==> config.mk <==
export PLATFORM = sky130hd
export DESIGN_NAME = trig_pulse_top
export DESIGN_NICKNAME = d
export VERILOG_FILES = /design/src/trig_pkg.sv /design/src/pulse_pattern_gen.sv /design/src/reset_sequencer.sv /design/src/trig_pulse_top.sv /design/src/word_serializer.sv
export SDC_FILE = /design/constraint.sdc
export NUM_CORES = 1
export LEC_CHECK = 0
export BUFFER_PORTS_ARGS = -buffer_cell sky130_fd_sc_hd__clkbuf_2
export CORE_ASPECT_RATIO = 1.2
export CORE_MARGIN = 1
export CORE_UTILIZATION = 60
export DETAILED_ROUTE_END_ITERATION = 8
export PLACE_DENSITY = 0.83
export SYNTH_ARGS = -nofsm -noshare
export SYNTH_HDL_FRONTEND = slang
export SYNTH_SLANG_ARGS = --single-unit
==> constraint.sdc <==
create_clock -name clock -period 2.6 [get_ports clock]
set_clock_uncertainty 0.15 [all_clocks]
set_input_delay 0.26 -clock clock [delete_from_list [all_inputs] [get_ports clock]]
set_output_delay 0.26 -clock clock [all_outputs]
set_load 0.005 [all_outputs]
==> src/trig_pkg.sv <==
`default_nettype none

package trig_pkg;

	// widest word the serializer can carry
	parameter int MAX_WORD_WIDTH = 16;

	// pulse source
	typedef enum logic [1:0] {
		self_triggered = 2'd0,
		long_pulse     = 2'd1,
		external       = 2'd2
	} mode_t;

	// one transfer from the generator to the serializer
	typedef struct packed {
		// left-aligned, only the top WORD_WIDTH bits go out
		logic [MAX_WORD_WIDTH-1:0] word;
		// times the word is sent, minus one
		logic [3:0]                repeats;
		// length index 0, start of a length cycle
		logic                      first;
	} frame_t;

	// index k gives k+1 leading ones, then zeros
	function automatic logic [MAX_WORD_WIDTH-1:0] pulse_word(
		input logic [$clog2(MAX_WORD_WIDTH)-1:0] index
	);
		logic [MAX_WORD_WIDTH-1:0] ones;
		int                        shift_by;
		ones = '1;
		shift_by = int'(index) + 1;
		return ~(ones >> shift_by);
	endfunction

endpackage

`default_nettype wire

==> src/pulse_pattern_gen.sv <==
`timescale 1ns/1ps
`default_nettype none

module pulse_pattern_gen #(
	parameter int WORD_WIDTH   = 8,
	parameter int PERIOD_LOG2  = 24,
	parameter int LONG_REPEATS = 8
) (
	input wire              clock,
	input wire              run_reset,
	input wire trig_pkg::mode_t  mode,
	input wire              trigger_in,
	output trig_pkg::frame_t frame,
	output logic            req,
	input wire              ack,
	output logic            sync
);

	localparam int INDEX_WIDTH = $clog2(trig_pkg::MAX_WORD_WIDTH);
	localparam logic [INDEX_WIDTH-1:0] LAST_INDEX = INDEX_WIDTH'(WORD_WIDTH - 1);
	localparam logic [3:0] LONG_COUNT = 4'(LONG_REPEATS - 1);

	typedef enum logic [1:0] {
		idle,
		request,
		wait_release
	} state_t;

	state_t                   state;
	logic                     trig_meta;
	logic                     trig_sync;
	logic                     trig_prev;
	logic                     trig_rise;
	logic [PERIOD_LOG2-1:0]   period_cnt;
	logic                     period_wrap;
	logic [INDEX_WIDTH-1:0]   len_index;
	logic                     event_hit;
	logic                     accept;
	trig_pkg::frame_t         next_frame;

	// trigger is asynchronous, two flops then one more for the edge
	always_ff @(posedge clock) begin
		if (run_reset) begin
			trig_meta <= 1'b0;
			trig_sync <= 1'b0;
			trig_prev <= 1'b0;
		end else begin
			trig_meta <= trigger_in;
			trig_sync <= trig_meta;
			trig_prev <= trig_sync;
		end
	end

	assign trig_rise = trig_sync & ~trig_prev;

	// free running, starts from zero when run_reset falls
	always_ff @(posedge clock) begin
		if (run_reset) begin
			period_cnt <= '0;
		end else begin
			period_cnt <= period_cnt + 1'b1;
		end
	end

	assign period_wrap = &period_cnt;

	// external edges in external mode, period wrap otherwise
	assign event_hit = (mode == trig_pkg::external) ? trig_rise : period_wrap;

	// busy transfer drops the event
	assign accept = (state == idle) && event_hit && !req && !ack;

	always_comb begin
		if (mode == trig_pkg::long_pulse) begin
			next_frame.word    = '1;
			next_frame.repeats = LONG_COUNT;
			next_frame.first   = 1'b0;
		end else begin
			next_frame.word    = trig_pkg::pulse_word(len_index);
			next_frame.repeats = 4'd0;
			next_frame.first   = (len_index == '0);
		end
	end

	// payload, held stable while req is up
	always_ff @(posedge clock) begin
		if (accept) begin
			frame <= next_frame;
		end
	end

	always_ff @(posedge clock) begin
		if (run_reset) begin
			state     <= idle;
			req       <= 1'b0;
			sync      <= 1'b0;
			len_index <= '0;
		end else begin
			case (state)
				idle: begin
					if (accept) begin
						req   <= 1'b1;
						sync  <= next_frame.first;
						state <= request;
						// long pulses leave the length cycle where it was
						if (mode != trig_pkg::long_pulse) begin
							if (len_index == LAST_INDEX) begin
								len_index <= '0;
							end else begin
								len_index <= len_index + 1'b1;
							end
						end
					end
				end
				request: begin
					if (ack) begin
						req   <= 1'b0;
						state <= wait_release;
					end
				end
				wait_release: begin
					// serializer drops ack after the last bit
					if (!ack) begin
						state <= idle;
					end
				end
				default: begin
					state <= idle;
				end
			endcase
		end
	end

endmodule

`default_nettype wire

==> src/reset_sequencer.sv <==
`timescale 1ns/1ps
`default_nettype none

module reset_sequencer #(
	parameter int RESET_LOG2 = 10
) (
	input wire   clock,
	input wire   reset1,
	output logic run_reset,
	output logic ready
);

	logic [RESET_LOG2:0] count;
	logic                done;

	// top bit marks the end of the hold-off
	assign done = count[RESET_LOG2];

	always_ff @(posedge clock) begin
		if (reset1) begin
			count     <= '0;
			run_reset <= 1'b1;
			ready     <= 1'b0;
		end else begin
			// stop counting once the top bit is set
			if (!done) begin
				count <= count + 1'b1;
			end
			run_reset <= ~done;
			ready     <= done;
		end
	end

endmodule

`default_nettype wire

==> src/trig_pulse_top.sv <==
`timescale 1ns/1ps
`default_nettype none

module trig_pulse_top #(
	parameter int WORD_WIDTH   = 8,
	parameter int PERIOD_LOG2  = 24,
	parameter int RESET_LOG2   = 10,
	parameter int LONG_REPEATS = 8
) (
	input wire             clock,
	input wire             reset1,
	input wire trig_pkg::mode_t mode,
	input wire             trigger_in,
	output logic           serial_out,
	output logic           sync,
	output logic           ready
);

	logic             run_reset;
	trig_pkg::frame_t frame;
	logic             req;
	logic             ack;

	// holds the generator and serializer in reset after reset1
	reset_sequencer #(
		.RESET_LOG2(RESET_LOG2)
	) sequencer (
		.clock(clock),
		.reset1(reset1),
		.run_reset(run_reset),
		.ready(ready)
	);

	pulse_pattern_gen #(
		.WORD_WIDTH(WORD_WIDTH),
		.PERIOD_LOG2(PERIOD_LOG2),
		.LONG_REPEATS(LONG_REPEATS)
	) generator (
		.clock(clock),
		.run_reset(run_reset),
		.mode(mode),
		.trigger_in(trigger_in),
		.frame(frame),
		.req(req),
		.ack(ack),
		.sync(sync)
	);

	// four-phase req/ack between generator and serializer
	word_serializer #(
		.WORD_WIDTH(WORD_WIDTH)
	) serializer (
		.clock(clock),
		.run_reset(run_reset),
		.frame(frame),
		.req(req),
		.ack(ack),
		.serial_out(serial_out)
	);

endmodule

`default_nettype wire

==> src/word_serializer.sv <==
`timescale 1ns/1ps
`default_nettype none

module word_serializer #(
	parameter int WORD_WIDTH = 8
) (
	input wire              clock,
	input wire              run_reset,
	input wire trig_pkg::frame_t frame,
	input wire              req,
	output logic            ack,
	output logic            serial_out
);

	localparam int BIT_WIDTH = $clog2(WORD_WIDTH);
	localparam logic [BIT_WIDTH-1:0] LAST_BIT = BIT_WIDTH'(WORD_WIDTH - 1);

	typedef enum logic [1:0] {
		idle,
		shift,
		releasing
	} state_t;

	state_t                state;
	logic [WORD_WIDTH-1:0] word_q;
	logic [WORD_WIDTH-1:0] shift_q;
	logic [BIT_WIDTH-1:0]  bit_cnt;
	logic [3:0]            rep_cnt;
	logic                  take;
	logic                  last_bit;

	assign take     = (state == idle) && req && !ack;
	assign last_bit = (bit_cnt == LAST_BIT);

	// word kept for reloading at each repeat boundary
	always_ff @(posedge clock) begin
		if (take) begin
			word_q  <= frame.word[trig_pkg::MAX_WORD_WIDTH-1 -: WORD_WIDTH];
			shift_q <= frame.word[trig_pkg::MAX_WORD_WIDTH-1 -: WORD_WIDTH];
		end else if (state == shift) begin
			if (last_bit) begin
				shift_q <= word_q;
			end else begin
				shift_q <= shift_q << 1;
			end
		end
	end

	always_ff @(posedge clock) begin
		if (run_reset) begin
			state      <= idle;
			ack        <= 1'b0;
			serial_out <= 1'b0;
			bit_cnt    <= '0;
			rep_cnt    <= '0;
		end else begin
			case (state)
				idle: begin
					serial_out <= 1'b0;
					if (take) begin
						ack     <= 1'b1;
						bit_cnt <= '0;
						rep_cnt <= frame.repeats;
						state   <= shift;
					end
				end
				shift: begin
					// msb first
					serial_out <= shift_q[WORD_WIDTH-1];
					if (last_bit) begin
						bit_cnt <= '0;
						if (rep_cnt == 4'd0) begin
							state <= releasing;
						end else begin
							rep_cnt <= rep_cnt - 1'b1;
						end
					end else begin
						bit_cnt <= bit_cnt + 1'b1;
					end
				end
				releasing: begin
					serial_out <= 1'b0;
					if (!req) begin
						ack   <= 1'b0;
						state <= idle;
					end
				end
				default: begin
					state <= idle;
				end
			endcase
		end
	end

endmodule

`default_nettype wire

==> flow_summary.json <==
{
  "fillers": 435,
  "clock_latency_ns": 0.35,
  "grt_usage": 0.205,
  "drive_gt1_frac": 0.106,
  "crit_path_start_kind": "register",
  "instances_no_fill": 447,
  "arrival_ns": 1.92,
  "cts.sinks": 82,
  "dp_slack_ns": 0.564,
  "setup_violations": 0,
  "initial_core_util": 0.623,
  "worstSetupStartpoint": "generator.period_cnt[0]",
  "cts_tree": "yes",
  "endpoint_kind": "register",
  "dpl.hpwl_um": 3940,
  "syn_nets": 362,
  "antenna_found_initial": 0,
  "cts_root_buf": "clkbuf_8",
  "timing.hold.ws_ns": 0.102,
  "cts_buffers": 9,
  "ys_types": 43,
  "status": "completed",
  "yosys_warnings": 0,
  "ys_seq_elements": 82,
  "tightest_slew_ns": 0.518,
  "viasPerCell": 5.38,
  "cp.required_ns": 2.47,
  "coreArea_um2": 5670,
  "min_period_ns": 2.05,
  "drtPass1Iterations": 4,
  "fin_ws_ns": 0.551,
  "htree_levels": 3,
  "most-common-layout-cells": "dfxtp_1 (59), nor2_1 (47), nand2_1 (27)",
  "drc": 0,
  "leakagePower_nw": 1.36,
  "die_x_um": 72.0,
  "maxCapViolCount": 0,
  "worstReg2RegStart": "generator.period_cnt[0]",
  "tns_ns": 0,
  "final_common_cell": "dfxtp_1",
  "pin_count": 8,
  "clockBufferDepth": 2,
  "die-area_um2": 6190,
  "finalHoldViolCount": 0,
  "postSynthCellCount": 348,
  "synth-main-ff-cell": "dfxtp_1",
  "routed_wl_um": 5560,
  "nets": 376,
  "fin_crit_sh": 0.788,
  "ant_nets": 0,
  "totalPowerFinal_mw": 2.14,
  "hold_path.startpoint": "reset1",
  "slew_violations": 0,
  "synth_area_per_cell_um2": 10.1,
  "fin_area_um2": 3850,
  "place_congestion": 0.807,
  "die_y_um": 86.0,
  "async_flop_share": 0,
  "dr.first_iter.drc_count": 46,
  "grt_pass1_vias": 2356,
  "place.port_buffers": 7,
  "wl_per_cell_um": 12.4,
  "max_freq_mhz": 488,
  "peakVddDrop_mv": 0.545,
  "max-slew-margin-rel": 0.652,
  "syn-cell-area_um2": 3530,
  "power_density_nw_per_um2": 557,
  "ys_seq_area_frac": 0.530,
  "syn2layout_area_growth_pct": 9.00,
  "cp_max_fo": 8,
  "ctsResizeCount": 0,
  "dpl_cell_area_um2": 3660,
  "path_class": "register to register",
  "utilization": 0.679,
  "path_clk_slew_ns": 0.08,
  "fp-row-count": 30,
  "rsz0062_at_grt": "false",
  "placedCellCount": 430,
  "hp-class": "input pin to register",
  "via_count": 2405,
  "grt_max_degree": 24,
  "grt_first_pass_wirelength_um": 9820,
  "synth-edff-count": 23,
  "num_antenna_cells": 0,
  "grt-ovfl-total": 0
}
==> area by class of cell <==
type                    instances  area [µm²]  share of cell area
well taps                      80         100              0.0260
flip-flops and latches         82        1870               0.487
repair buffers                 13        82.6              0.0215
inverters                      12        45.0              0.0117
clock buffers                  12         145              0.0377
multi-input cells             244        1570               0.409
clock inverters                 4        28.8             0.00748
==> cells in the mapped netlist (3+ instances only) <==
master	instances	area (µm²)
clkbuf_1	5	18.8
buf_1	4	15.0
nor3b_1	3	22.5
nand3_1	12	60.1
ha_1	9	113
inv_1	12	45.0
nor2b_1	11	68.8
nor2_1	47	176
edfxtp_1	23	691
o21ai_0	15	75.1
a21oi_1	12	60.1
nand4_1	15	93.8
mux2i_1	10	100
or3_1	5	31.3
dfxtp_1	59	1180
nand2b_1	9	56.3
and4_1	3	26.3
nor3_1	4	20.0
nand2_1	27	101
xnor2_1	8	70.1
nand3b_1	5	37.5
xor2_1	23	201
==> sequential cells by signal, summed over array words and instances, names as in the netlist <==
register               flops
generator.period_cnt      24
sequencer.ready            1
serializer.bit_cnt         3
generator.frame            8
serializer.rep_cnt         4
generator.state            2
serializer.shift_q         8
serializer.ack             1
serializer.serial_out      1
generator.req              1
serializer.word_q          7
generator.sync             1
serializer.state           2
generator.trig_sync        1
sequencer.run_reset        1
generator.len_index        4
generator.trig_meta        1
sequencer.count           11
generator.trig_prev        1
==> cell families (layout without fill, tap and decap cells) <==
kind of cell,Yosys count,count (layout),synth area share
xor gates and xnor gates,31,31,0.0769
and+or+nand+nor,157,157,0.243
DFF,82,82,0.530
muxes,13,13,0.0401
buffers and inverters,22,41,0.0237
AOI/OAI and AO/OA,34,34,0.0539
adders and majority gates,9,9,0.0319
==> timing repair <==
item                      in CTS  in global routing
setup buffers                  0                  0
hold buffers                   1                  0
hold endpoints to repair       1                  0
==> where the power goes <==
| group | switching [mW] | internal, mW |
|---|---|---|
| Clock | 0.429 | 0.373 |
| Combinational | 0.0151 | 0.0116 |
| Sequential | 0.00412 | 1.31 |
==> worst max-delay path, stage by stage, from the launching register on <==
cell	delay [ns]
dfxtp_1	0.38
ha_1	0.20
nand3_1	0.15
nor2_1	0.24
nand4_1	0.13
a21o_1	0.24
inv_1	0.25
==> per-layer routing <==
metal / wire [µm] / GRT usage
met1: 2530 / 0.228
met2: 2740 / 0.357
met3: 172 / 0.0658
met4: 117 / 0.0891
met5: 0 / 0
==> worst paths after layout <==
check                           cells after the start                   to  slack [ns]
worst min register to register                      1  generator.trig_prev        0.31
worst min-delay path                                2  sequencer.count[10]        0.10
worst max-delay path                                6  generator.frame[13]        0.55
worst max register to register                      6  generator.frame[13]        0.55
(Power assumes the default switching activity.)
